File: config.mk
export PLATFORM = sky130hd
export DESIGN_NAME = openadc_top
export DESIGN_NICKNAME = d
export VERILOG_FILES = /design/src/common/adc_data_pkg.sv /design/src/common/adc_cfg_pkg.sv /design/src/hw/openadc_top.sv /design/src/capture/capture_stream.sv /design/src/capture/capture_trigger.sv /design/src/hw/adc_front_end.sv /design/src/hw/adc_reg_block.sv
export SDC_FILE = /design/constraint.sdc
export NUM_CORES = 1
export LEC_CHECK = 0
export BUFFER_PORTS_ARGS = -buffer_cell sky130_fd_sc_hd__buf_2
export CELL_PAD_IN_SITES_DETAIL_PLACEMENT = 0
export CELL_PAD_IN_SITES_GLOBAL_PLACEMENT = 1
export CORE_UTILIZATION = 45
export CTS_CLUSTER_SIZE = 40
export DETAILED_ROUTE_END_ITERATION = 10
export PLACE_DENSITY = 0.82
export SLEW_MARGIN = 20
export SYNTH_ARGS = -nofsm -noshare
export SYNTH_HDL_FRONTEND = slang
export SYNTH_SLANG_ARGS = --single-unit
File: constraint.sdc
create_clock -name ADC_clk_sample -period 3.05 [get_ports ADC_clk_sample]
set_clock_uncertainty 0.05 [all_clocks]
set_input_delay 0.4575 -clock ADC_clk_sample [delete_from_list [all_inputs] [get_ports ADC_clk_sample]]
set_output_delay 0.4575 -clock ADC_clk_sample [all_outputs]
set_load 0.03 [all_outputs]
File: src/common/adc_data_pkg.sv
`default_nettype none

package adc_data_pkg;

   // width of one ADC conversion
   localparam int unsigned SAMPLE_W = 12;

   typedef logic [SAMPLE_W-1:0] sample_t;

   // one beat on the capture stream
   typedef struct packed {
      sample_t data;
      logic    last;    // final beat of a capture
   } sample_beat_t;

   // arm/trigger sequencing
   typedef enum logic [2:0] {
      IDLE          = 3'd0,
      WAIT_INACTIVE = 3'd1,   // armed, trigger must go inactive first
      ARMED         = 3'd2,
      DELAY         = 3'd3,   // post-trigger offset
      CAPTURE       = 3'd4
   } capture_state_t;

endpackage

`default_nettype wire
File: src/common/adc_cfg_pkg.sv
`default_nettype none

package adc_cfg_pkg;

   localparam int unsigned REG_ADDR_W = 8;
   localparam int unsigned REG_DATA_W = 8;

   // byte-wide register map
   typedef enum logic [REG_ADDR_W-1:0] {
      REG_STATUS        = 8'h00,
      REG_SETTINGS      = 8'h01,
      REG_GAIN          = 8'h02,
      REG_TRIG_LEVEL_LO = 8'h03,
      REG_TRIG_LEVEL_HI = 8'h04,   // upper 4 bits of the level
      REG_OFFSET        = 8'h05,
      REG_LENGTH_LO     = 8'h06,
      REG_LENGTH_HI     = 8'h07
   } reg_addr_t;

   // REG_SETTINGS fields
   localparam int unsigned SET_ARM       = 0;   // self-clearing
   localparam int unsigned SET_TRIG_MODE = 1;   // 1 = trigger active high
   localparam int unsigned SET_TRIG_WAIT = 2;
   localparam int unsigned SET_SRC_ADC   = 3;   // 0 = test counter
   localparam int unsigned SET_TRIG_NOW  = 4;   // self-clearing

   // status byte fields
   localparam int unsigned STAT_ARMED    = 0;
   localparam int unsigned STAT_IDLE     = 1;
   localparam int unsigned STAT_TRIG_PIN = 2;
   localparam int unsigned STAT_OVERFLOW = 7;

   // everything the trigger unit needs from the registers
   typedef struct packed {
      logic                 trig_mode;
      logic                 trig_wait;
      adc_data_pkg::sample_t trig_level;
      logic [7:0]           offset;
      logic [15:0]          length;
   } capture_cfg_t;

endpackage

`default_nettype wire

File: src/hw/openadc_top.sv
`timescale 1ns/10ps
`default_nettype none

module openadc_top (
   input  wire logic                               ADC_clk_sample,
   input  wire logic                               reset,
   input  wire adc_data_pkg::sample_t              adc_data_i,
   input  wire logic                               trigger_i,
   input  wire adc_cfg_pkg::reg_addr_t             reg_addr_i,
   input  wire logic [adc_cfg_pkg::REG_DATA_W-1:0] reg_wdata_i,
   input  wire logic                               reg_write_i,
   input  wire logic                               reg_read_i,
   output logic [adc_cfg_pkg::REG_DATA_W-1:0]      reg_rdata_o,
   output adc_data_pkg::sample_beat_t              stream_o,
   output logic                                    stream_valid_o,
   input  wire logic                               stream_ready_i,
   output logic                                    armed_o,
   output logic                                    capture_active_o,
   output logic                                    trigger_adc_o,
   output logic                                    amp_gain_o
);

   adc_cfg_pkg::capture_cfg_t cfg;
   adc_data_pkg::sample_t     sample;
   logic                      arm_cmd;
   logic                      trig_now_cmd;
   logic                      clear_overflow;
   logic                      src_adc;
   logic [7:0]                gain;
   logic                      capture_en;
   logic                      capture_last;
   logic                      overflow;

   adc_reg_block i_adc_reg_block (
      .ADC_clk_sample   (ADC_clk_sample),
      .reset            (reset),
      .reg_addr_i       (reg_addr_i),
      .reg_wdata_i      (reg_wdata_i),
      .reg_write_i      (reg_write_i),
      .reg_read_i       (reg_read_i),
      .reg_rdata_o      (reg_rdata_o),
      .armed_i          (armed_o),
      .capture_active_i (capture_active_o),
      .trigger_i        (trigger_i),
      .overflow_i       (overflow),
      .cfg_o            (cfg),
      .arm_cmd_o        (arm_cmd),
      .trig_now_cmd_o   (trig_now_cmd),
      .clear_overflow_o (clear_overflow),
      .src_adc_o        (src_adc),
      .gain_o           (gain)
   );

   adc_front_end i_adc_front_end (
      .ADC_clk_sample (ADC_clk_sample),
      .reset          (reset),
      .adc_data_i     (adc_data_i),
      .src_adc_i      (src_adc),
      .gain_i         (gain),
      .sample_o       (sample),
      .amp_gain_o     (amp_gain_o)
   );

   capture_trigger i_capture_trigger (
      .ADC_clk_sample   (ADC_clk_sample),
      .reset            (reset),
      .cfg_i            (cfg),
      .arm_cmd_i        (arm_cmd),
      .trig_now_cmd_i   (trig_now_cmd),
      .trigger_i        (trigger_i),
      .sample_i         (sample),
      .armed_o          (armed_o),
      .capture_active_o (capture_active_o),
      .trigger_adc_o    (trigger_adc_o),
      .capture_en_o     (capture_en),
      .capture_last_o   (capture_last)
   );

   capture_stream i_capture_stream (
      .ADC_clk_sample   (ADC_clk_sample),
      .reset            (reset),
      .sample_i         (sample),
      .capture_en_i     (capture_en),
      .capture_last_i   (capture_last),
      .clear_overflow_i (clear_overflow),
      .stream_ready_i   (stream_ready_i),
      .stream_o         (stream_o),
      .stream_valid_o   (stream_valid_o),
      .overflow_o       (overflow)
   );

endmodule

`default_nettype wire

File: src/capture/capture_stream.sv
`timescale 1ns/10ps
`default_nettype none

module capture_stream (
   input  wire logic                  ADC_clk_sample,
   input  wire logic                  reset,
   input  wire adc_data_pkg::sample_t sample_i,
   input  wire logic                  capture_en_i,
   input  wire logic                  capture_last_i,
   input  wire logic                  clear_overflow_i,
   input  wire logic                  stream_ready_i,
   output adc_data_pkg::sample_beat_t stream_o,
   output logic                       stream_valid_o,
   output logic                       overflow_o
);

   logic load;
   logic drop;

   // register free, or emptied by the consumer this cycle
   assign load = capture_en_i && (!stream_valid_o || stream_ready_i);
   assign drop = capture_en_i && stream_valid_o && !stream_ready_i;

   always_ff @(posedge ADC_clk_sample) begin
      if (reset) begin
         stream_valid_o <= 1'b0;
         overflow_o     <= 1'b0;
      end else begin
         if (load)
            stream_valid_o <= 1'b1;
         else if (stream_ready_i)
            stream_valid_o <= 1'b0;

         if (clear_overflow_i)
            overflow_o <= 1'b0;
         else if (drop)
            overflow_o <= 1'b1;   // sticky until re-armed
      end
   end

   // payload only moves on a load, so it holds while stalled
   always_ff @(posedge ADC_clk_sample) begin
      if (load) begin
         stream_o.data <= sample_i;
         stream_o.last <= capture_last_i;
      end
   end

endmodule

`default_nettype wire

File: src/capture/capture_trigger.sv
`timescale 1ns/10ps
`default_nettype none

module capture_trigger (
   input  wire logic                      ADC_clk_sample,
   input  wire logic                      reset,
   input  wire adc_cfg_pkg::capture_cfg_t cfg_i,
   input  wire logic                      arm_cmd_i,
   input  wire logic                      trig_now_cmd_i,
   input  wire logic                      trigger_i,
   input  wire adc_data_pkg::sample_t     sample_i,
   output logic                           armed_o,
   output logic                           capture_active_o,
   output logic                           trigger_adc_o,
   output logic                           capture_en_o,
   output logic                           capture_last_o
);

   adc_data_pkg::capture_state_t state_q;
   adc_data_pkg::capture_state_t state_d;
   logic [15:0] cnt_q;    // shared by offset and length
   logic [15:0] cnt_d;
   logic        trig_active;
   logic        trig_hit;
   logic        in_armed_q;
   logic        adc_allowed_q;
   logic        adc_cmp;

   assign trig_active = (trigger_i == cfg_i.trig_mode);
   assign trig_hit    = trig_active | trig_now_cmd_i | trigger_adc_o;

   // msb of the level picks the direction of the compare
   assign adc_cmp = cfg_i.trig_level[adc_data_pkg::SAMPLE_W-1] ?
                    (sample_i > cfg_i.trig_level) : (sample_i < cfg_i.trig_level);

   always_comb begin
      state_d = state_q;
      cnt_d   = cnt_q;
      case (state_q)
         adc_data_pkg::IDLE: begin
            if (arm_cmd_i)
               state_d = cfg_i.trig_wait ? adc_data_pkg::WAIT_INACTIVE : adc_data_pkg::ARMED;
         end
         adc_data_pkg::WAIT_INACTIVE: begin
            if (!trig_active)
               state_d = adc_data_pkg::ARMED;
         end
         adc_data_pkg::ARMED: begin
            if (trig_hit && cfg_i.offset != '0) begin
               state_d = adc_data_pkg::DELAY;
               cnt_d   = {8'd0, cfg_i.offset} - 16'd1;
            end else if (trig_hit) begin
               state_d = (cfg_i.length != '0) ? adc_data_pkg::CAPTURE : adc_data_pkg::IDLE;
               cnt_d   = cfg_i.length - 16'd1;
            end
         end
         adc_data_pkg::DELAY: begin
            if (cnt_q == '0) begin
               state_d = (cfg_i.length != '0) ? adc_data_pkg::CAPTURE : adc_data_pkg::IDLE;
               cnt_d   = cfg_i.length - 16'd1;
            end else begin
               cnt_d = cnt_q - 16'd1;
            end
         end
         adc_data_pkg::CAPTURE: begin
            if (cnt_q == '0)
               state_d = adc_data_pkg::IDLE;
            else
               cnt_d = cnt_q - 16'd1;
         end
         default: state_d = adc_data_pkg::IDLE;
      endcase
   end

   always_ff @(posedge ADC_clk_sample) begin
      if (reset) begin
         state_q       <= adc_data_pkg::IDLE;
         cnt_q         <= '0;
         in_armed_q    <= 1'b0;
         adc_allowed_q <= 1'b0;
         trigger_adc_o <= 1'b0;
      end else begin
         state_q    <= state_d;
         cnt_q      <= cnt_d;
         in_armed_q <= (state_q == adc_data_pkg::ARMED);
         // one shot, allowed again only on the next entry into ARMED
         trigger_adc_o <= adc_allowed_q & adc_cmp;
         if (adc_allowed_q && adc_cmp)
            adc_allowed_q <= 1'b0;
         else if (state_q == adc_data_pkg::ARMED && !in_armed_q)
            adc_allowed_q <= 1'b1;
      end
   end

   assign armed_o = (state_q == adc_data_pkg::ARMED) ||
                    (state_q == adc_data_pkg::WAIT_INACTIVE);
   assign capture_active_o = (state_q == adc_data_pkg::DELAY) ||
                             (state_q == adc_data_pkg::CAPTURE);
   assign capture_en_o   = (state_q == adc_data_pkg::CAPTURE);
   assign capture_last_o = capture_en_o && (cnt_q == '0);

endmodule

`default_nettype wire

File: src/hw/adc_front_end.sv
`timescale 1ns/10ps
`default_nettype none

module adc_front_end (
   input  wire logic                  ADC_clk_sample,
   input  wire logic                  reset,
   input  wire adc_data_pkg::sample_t adc_data_i,
   input  wire logic                  src_adc_i,
   input  wire logic [7:0]            gain_i,
   output adc_data_pkg::sample_t      sample_o,
   output logic                       amp_gain_o
);

   adc_data_pkg::sample_t test_cnt;
   adc_data_pkg::sample_t sample_pre;
   logic [8:0]            pwm_acc;   // bit 8 is the carry out

   // free-running test pattern
   always_ff @(posedge ADC_clk_sample) begin
      if (reset)
         test_cnt <= '0;
      else
         test_cnt <= test_cnt + 1'b1;
   end

   // two resample stages, no reset on the data path
   always_ff @(posedge ADC_clk_sample) begin
      sample_pre <= src_adc_i ? adc_data_i : test_cnt;
      sample_o   <= sample_pre;
   end

   // carry of the running sum is high gain_i times per 256 cycles
   always_ff @(posedge ADC_clk_sample) begin
      if (reset)
         pwm_acc <= '0;
      else
         pwm_acc <= {1'b0, pwm_acc[7:0]} + {1'b0, gain_i};
   end

   assign amp_gain_o = pwm_acc[8];

endmodule

`default_nettype wire

File: src/hw/adc_reg_block.sv
`timescale 1ns/10ps
`default_nettype none

module adc_reg_block (
   input  wire logic                               ADC_clk_sample,
   input  wire logic                               reset,
   input  wire adc_cfg_pkg::reg_addr_t             reg_addr_i,
   input  wire logic [adc_cfg_pkg::REG_DATA_W-1:0] reg_wdata_i,
   input  wire logic                               reg_write_i,
   input  wire logic                               reg_read_i,
   output logic [adc_cfg_pkg::REG_DATA_W-1:0]      reg_rdata_o,
   input  wire logic                               armed_i,
   input  wire logic                               capture_active_i,
   input  wire logic                               trigger_i,
   input  wire logic                               overflow_i,
   output adc_cfg_pkg::capture_cfg_t               cfg_o,
   output logic                                    arm_cmd_o,
   output logic                                    trig_now_cmd_o,
   output logic                                    clear_overflow_o,
   output logic                                    src_adc_o,
   output logic [7:0]                              gain_o
);

   logic       trig_mode_q;
   logic       trig_wait_q;
   logic [7:0] level_lo_q;
   logic [3:0] level_hi_q;
   logic [7:0] offset_q;
   logic [7:0] length_lo_q;
   logic [7:0] length_hi_q;
   logic [7:0] settings_rd;
   logic [7:0] status;
   logic [7:0] rd_data;

   // command bits are not stored, they read back as 0
   always_comb begin
      settings_rd = '0;
      settings_rd[adc_cfg_pkg::SET_TRIG_MODE] = trig_mode_q;
      settings_rd[adc_cfg_pkg::SET_TRIG_WAIT] = trig_wait_q;
      settings_rd[adc_cfg_pkg::SET_SRC_ADC]   = src_adc_o;
   end

   always_comb begin
      status = '0;
      status[adc_cfg_pkg::STAT_ARMED]    = armed_i;
      status[adc_cfg_pkg::STAT_IDLE]     = ~capture_active_i;
      status[adc_cfg_pkg::STAT_TRIG_PIN] = trigger_i;
      status[adc_cfg_pkg::STAT_OVERFLOW] = overflow_i;
   end

   always_comb begin
      case (reg_addr_i)
         adc_cfg_pkg::REG_STATUS:        rd_data = status;
         adc_cfg_pkg::REG_SETTINGS:      rd_data = settings_rd;
         adc_cfg_pkg::REG_GAIN:          rd_data = gain_o;
         adc_cfg_pkg::REG_TRIG_LEVEL_LO: rd_data = level_lo_q;
         adc_cfg_pkg::REG_TRIG_LEVEL_HI: rd_data = {4'd0, level_hi_q};
         adc_cfg_pkg::REG_OFFSET:        rd_data = offset_q;
         adc_cfg_pkg::REG_LENGTH_LO:     rd_data = length_lo_q;
         adc_cfg_pkg::REG_LENGTH_HI:     rd_data = length_hi_q;
         default:                        rd_data = '0;   // unmapped
      endcase
   end

   always_ff @(posedge ADC_clk_sample) begin
      if (reset) begin
         trig_mode_q    <= 1'b0;
         trig_wait_q    <= 1'b0;
         src_adc_o      <= 1'b0;
         gain_o         <= '0;
         level_lo_q     <= '0;
         level_hi_q     <= '0;
         offset_q       <= '0;
         length_lo_q    <= '0;
         length_hi_q    <= '0;
         arm_cmd_o      <= 1'b0;
         trig_now_cmd_o <= 1'b0;
         reg_rdata_o    <= '0;
      end else begin
         arm_cmd_o      <= 1'b0;   // pulses last one cycle
         trig_now_cmd_o <= 1'b0;
         if (reg_write_i) begin
            case (reg_addr_i)
               adc_cfg_pkg::REG_SETTINGS: begin
                  trig_mode_q    <= reg_wdata_i[adc_cfg_pkg::SET_TRIG_MODE];
                  trig_wait_q    <= reg_wdata_i[adc_cfg_pkg::SET_TRIG_WAIT];
                  src_adc_o      <= reg_wdata_i[adc_cfg_pkg::SET_SRC_ADC];
                  arm_cmd_o      <= reg_wdata_i[adc_cfg_pkg::SET_ARM];
                  trig_now_cmd_o <= reg_wdata_i[adc_cfg_pkg::SET_TRIG_NOW];
               end
               adc_cfg_pkg::REG_GAIN:          gain_o      <= reg_wdata_i;
               adc_cfg_pkg::REG_TRIG_LEVEL_LO: level_lo_q  <= reg_wdata_i;
               adc_cfg_pkg::REG_TRIG_LEVEL_HI: level_hi_q  <= reg_wdata_i[3:0];
               adc_cfg_pkg::REG_OFFSET:        offset_q    <= reg_wdata_i;
               adc_cfg_pkg::REG_LENGTH_LO:     length_lo_q <= reg_wdata_i;
               adc_cfg_pkg::REG_LENGTH_HI:     length_hi_q <= reg_wdata_i;
               default: ;
            endcase
         end
         if (reg_read_i)
            reg_rdata_o <= rd_data;   // held until the next read
      end
   end

   assign clear_overflow_o = arm_cmd_o;   // a new arm starts a clean capture

   assign cfg_o.trig_mode  = trig_mode_q;
   assign cfg_o.trig_wait  = trig_wait_q;
   assign cfg_o.trig_level = {level_hi_q, level_lo_q};
   assign cfg_o.offset     = offset_q;
   assign cfg_o.length     = {length_hi_q, length_lo_q};

endmodule

`default_nettype wire

; ---- Word level (Yosys, flattened, before mapping)
; Index checks and enable logic that the tools add are counted.
[op_classes]
n_eq_ne = 18
magnitude_cmp = 2
n_reduce_logical = 32
mux = 19
n_bitwise = 6
addsub = 5
[op_table]
columns = cell, count
row1 = $mux W16, 4
row2 = $pmux W8 S8, 1
row3 = $pmux W16 S3, 1
row4 = $eq A8 B3 Y1 const B, 4
row5 = $sub A16 B1 Y16 const B, 2
row6 = $mux W3, 7
row7 = $eq A8 B2 Y1 const B, 2
row8 = $logic_not A16 Y1, 1
row9 = $reduce_bool A16 Y1, 1
row10 = $pmux W3 S5, 1
row11 = $reduce_and A2 Y1, 7
row12 = $add A12 B1 Y12 const B, 1
row13 = $gt A12 B12 Y1, 1
row14 = $lt A12 B12 Y1, 1
row15 = $mux W12, 1
row16 = $add A8 B8 Y9, 1
row17 = $sub A8 B1 Y9 const B, 1
row18 = $eq A8 B1 Y1 const B, 1
row19 = $logic_not A8 Y1, 1
row20 = $ne A2 B2 Y1 const B, 4
row21 = $reduce_bool A8 Y1, 1
row22 = $logic_and A1 B1 Y1, 7
row23 = $eq A3 B2 Y1 const B, 2
row24 = $reduce_and A5 Y1, 1
row25 = other kinds (18), 28
[totals]
input_bits = 34
regBits = 139
out_inout_bits = 26

; ---- Depth between registers and ports, before layout
[depth]
word_depth = 6
depth_mapped = 10

; ---- Hierarchy
; Synthesis repeated with hierarchy kept, for this count alone.
[unflattened]
cells_unflattened = 713
hier_area_um2 = 6879.1
[modules_own_cells]
columns = mod, instances, cells_per_inst, area_per_inst_um2
row1 = adc_reg_block, 1, 245, 2551.2
row2 = capture_trigger, 1, 299, 2225.9
row3 = adc_front_end, 1, 147, 1626.6
row4 = capture_stream, 1, 22, 475.5

; ---- Worst setup path after synthesis
; Ideal clock, no wire load.
[synth_path]
kind = input -> register
start = input reg_addr_i[5]
end = register i_adc_reg_block.level_hi_q[0]
arrival_time_ns = 2.357
setup_slack_ns = 0.515
setup_ns = 0.128
path_stages = 7
t_required_ns = 2.872
path_cell_list = or4_1 > buf_2 > or3b_4 > or4b_1 > buf_2 > mux2i_1 > nor2_1
[synth_between]
elab_chain_cells = 2
[synth_lines]
columns = element, line_no
row1 = start: declaration, openadc_top.sv:9  ; input wire adc_cfg_pkg::reg_addr_t reg_addr_i,
row2 = $eq A8 B3 Y1, adc_reg_block.sv:83  ; case (reg_addr_i)
row3 = $reduce_and A2 Y1 (no source line), --
row4 = end signal: assignment, adc_reg_block.sv:93  ; adc_cfg_pkg::REG_TRIG_LEVEL_HI: level_hi_q <= reg_wdata_i[3:0];
row5 = end: declaration, adc_reg_block.sv:27  ; logic [3:0] level_hi_q;
; No other way between the ends.
; A chain may end at the register's enable or synchronous reset.

; ---- Worst setup path after layout
[layout_path]
start = register i_capture_trigger.cnt_q[0]
end = register i_capture_trigger.cnt_q[10]
[layout_between]
elab_chain_cells = 3
elab_cells_between_ends = 7
[layout_lines]
columns = element, line_no
row1 = start: declaration, capture_trigger.sv:21  ; logic [15:0] cnt_q;
row2 = start signal: assignment, capture_trigger.sv:84  ; cnt_q <= cnt_d;
row3 = $sub A16 B1 Y16 or $logic_not A16 Y1 (tied branches), --
row4 = "$mux W16, or another cell as far along", capture_trigger.sv:66  ; if (cnt_q == '0)
row5 = $pmux W16 S3 or $reduce_and A3 Y1 (tied branches), --
; Several ways; a longest one is shown, not always the timed one. The select of a mux whose other input is x is not followed.

==> run metrics <==
status complete, but fails checks; failing checks DRC; top cells by area, synth dfxtp_1, edfxtp_1, nand2_1; Netlist cell types 65; most frequent CP cell a211oi_1; largest net degree at the start of global routing 86; GRT overflow 0; I/O pin count 60; Slew Viols, Final 0; Avg Inst Size Synth 8.67 sq um; Fin Setup TNS 0 ps; worst hold path type in -> reg; Peak Freq 376 MHz; CTS tree built; Final WS setup 389 ps; CP required 3270 ps; Global Route Usage Sum 25.2%; Ys Warns 0; CP Cell Sequence inv_1, ha_1, or4b_1, nand4b_1, buf_4, nor2_1, a211oi_1, a21oi_1, a211oi_1; die boundary width 126 um; PwrDens 574 nW/um^2; ANT cells 0; simple-gate share of the synthesized area 21.9%; syn nets 853; CTS clk-pin slew, worst paths 70 ps; mapped cell area 6870 sq um; post-synthesis mux area share 6.05%; CP Capture Type flip-flop; worst slack, placed 302 ps; ratio of cells with drive above 1 in the final layout 15.6%; RSZ-0062 raised after global routing no; WL final 19,100 um; Die ar. 15,800 sq um; adder-cell share of the synthesized area 4.84%; CP max stage cell or4b_1; DRT iter0 DRCs 505; Clock Latency Late Sink 440 ps; register area share after synthesis 42.4%; Setup Viol. Count Final 0; CP max FO 8; Layout area overhead 15.5%; top-area cell type share of the netlist area 36.7%; final core utilization 54.0%; row count 44; ys async rst share 0%; Synth Area in Compound Gates 15.9%; detailed-placement wirelength estimate 14,000 um; ys flop type dfxtp_1; IO buf count 59; CP peak stage delay 630 ps; Starting Density 46.7%; first-pass GRT wire length 30,500 um; Period minus WS final 2660 ps; xor/xnor share of the synthesized area 5.10%; htree depth 4; EDFF count, synth 13; global placement routability congestion 0.877; wire per inst 18.3 um; core area 14,700 sq um; largest family of logic cells by synthesized area simple AND/OR/NAND/NOR gates; CTS Hold Bufs 0; slew margin rel. 36.9%; TritonRoute pass-1 iters 8; post-cts sizing count 0; CTS Buffer Depth 2; worst-margin pin slew 946 ps; vias in the first global route 5,821; CP Data Arrival Time 2880 ps; total setup buffers inserted after CTS 0; CTS Sinks 139; VDD IR-drop max 0.410 mV; CTS Buf Count 17; Leak 3.15 nW; DRC Markers 2; root buf cell clkbuf_16; Vias/cell 5.79; die height 126 um; Hold Fails Final Rpt 0; Syn Inst Count 793; Nets 906; antenna violations before repair 0; WS Path Type reg -> reg; vias 6,035; Routed Antenna Nets 0; fillers 1,344; commonest cells after routing, fill and taps aside dfxtp_1, nand2_1, a21oi_1, nor2_1, buf_2; Startpoint Class flip-flop; cell taking the most area after synthesis dfxtp_1; Seq cells post-synth 139; Tcrit/Tclk final 87.2%; Max-cap violations 0; most common cell after layout, fill and taps aside dfxtp_1
==> cell usage after synthesis (all sizes together) (6+ instances only) <==
cell      n
a211oi    7
a21o      6
a21oi    68
a22oi     6
a31oi    13
and3      6
buf      12
clkbuf   29
dfxtp   126
edfxtp   13
ha       25
inv      25
mux2     12
mux2i    19
nand2   100
nand2b    6
nand3    41
nand4     6
nor2     68
nor2b    11
nor3     20
nor3b     9
nor4     13
o211ai    6
o21ai    36
o22ai     6
or3       6
xnor2    17
xor2     23
==> registers in the layout (all words and copies together) (netlist names), 3 cells and up <==
register,cells
i_adc_front_end.test_cnt,12
i_adc_front_end.sample_o,12
i_capture_trigger.state_q,3
i_adc_front_end.sample_pre,12
i_adc_reg_block.length_hi_q,8
i_adc_reg_block.level_lo_q,8
i_capture_trigger.cnt_q,16
i_adc_reg_block.length_lo_q,8
i_adc_reg_block.level_hi_q,4
i_capture_stream.stream_o,13
i_adc_reg_block.offset_q,8
i_adc_front_end.pwm_acc,9
i_adc_reg_block.reg_rdata_o,8
i_adc_reg_block.gain_o,8
==> path summary, 6_finish.rpt <==
check | start | depth (start not counted) | to | slack (ps)
max | i_capture_trigger.cnt_q[0] | 9 | i_capture_trigger.cnt_q[10] | 390
min | adc_data_i[7] | 2 | i_adc_front_end.sample_pre[7] | 200
max reg2reg | i_capture_trigger.cnt_q[0] | 9 | i_capture_trigger.cnt_q[10] | 390
min reg2reg | i_adc_front_end.sample_pre[9] | 0 | i_adc_front_end.sample_o[9] | 270
==> cell type report <==
cell class	count	area (sq um)	share of cell area (%)
well taps	184	230	2.90
inverters	25	93.8	1.18
multi-input cells	588	3710	46.8
flip-flops and latches	139	2910	36.7
repair buffers	75	415	5.23
clock buffers	19	453	5.71
clock inverters	13	120	1.51
==> kinds of logic after synthesis <==
family,count (synthesis)
xor gates and xnor gates,40
and+or+nand+nor,310
AOI/OAI and AO/OA,177
muxes,35
buffers and inverters,66
DFF,139
adders and majority gates,26
==> layer usage <==
metal	vias to the layer above	part of all wire, %	GRT usage (%)
met5	-	0	0
met4	0	2.6	10.8
met3	43	5.0	5.18
met2	195	49	42.3
met1	2841	44	31.2
li1	2956	-	-
==> where the power goes <==
part	switching, mW	total, mW	internal (mW)
Clock	0.893	2.02	1.12
Combinational	0.375	0.608	0.233
Sequential	0.0491	1.93	1.89
==> metrics by stage <==
stage	hold WS, ps	area, sq um	instances	total power, mW
final	196	7940	1043	4.56
after global routing	188	7940	1043	4.73
after CTS	186	7930	1043	4.58
after detailed placement	262	7360	1011	2.57
after global placement	261	7360	1011	2.56
after floorplan	260	6870	793	2.37
==> worst max-delay path: cells and delay by family (launching register included) <==
kind	cells	cell delay, ps
AND/OR/NAND/NOR	3	1170
AO/OA/AOI/OAI	3	360
buffers and inverters	2	320
adder cells (fa/ha/maj)	1	270
flip-flops	1	340
Power figures use the tool's default switching activity.
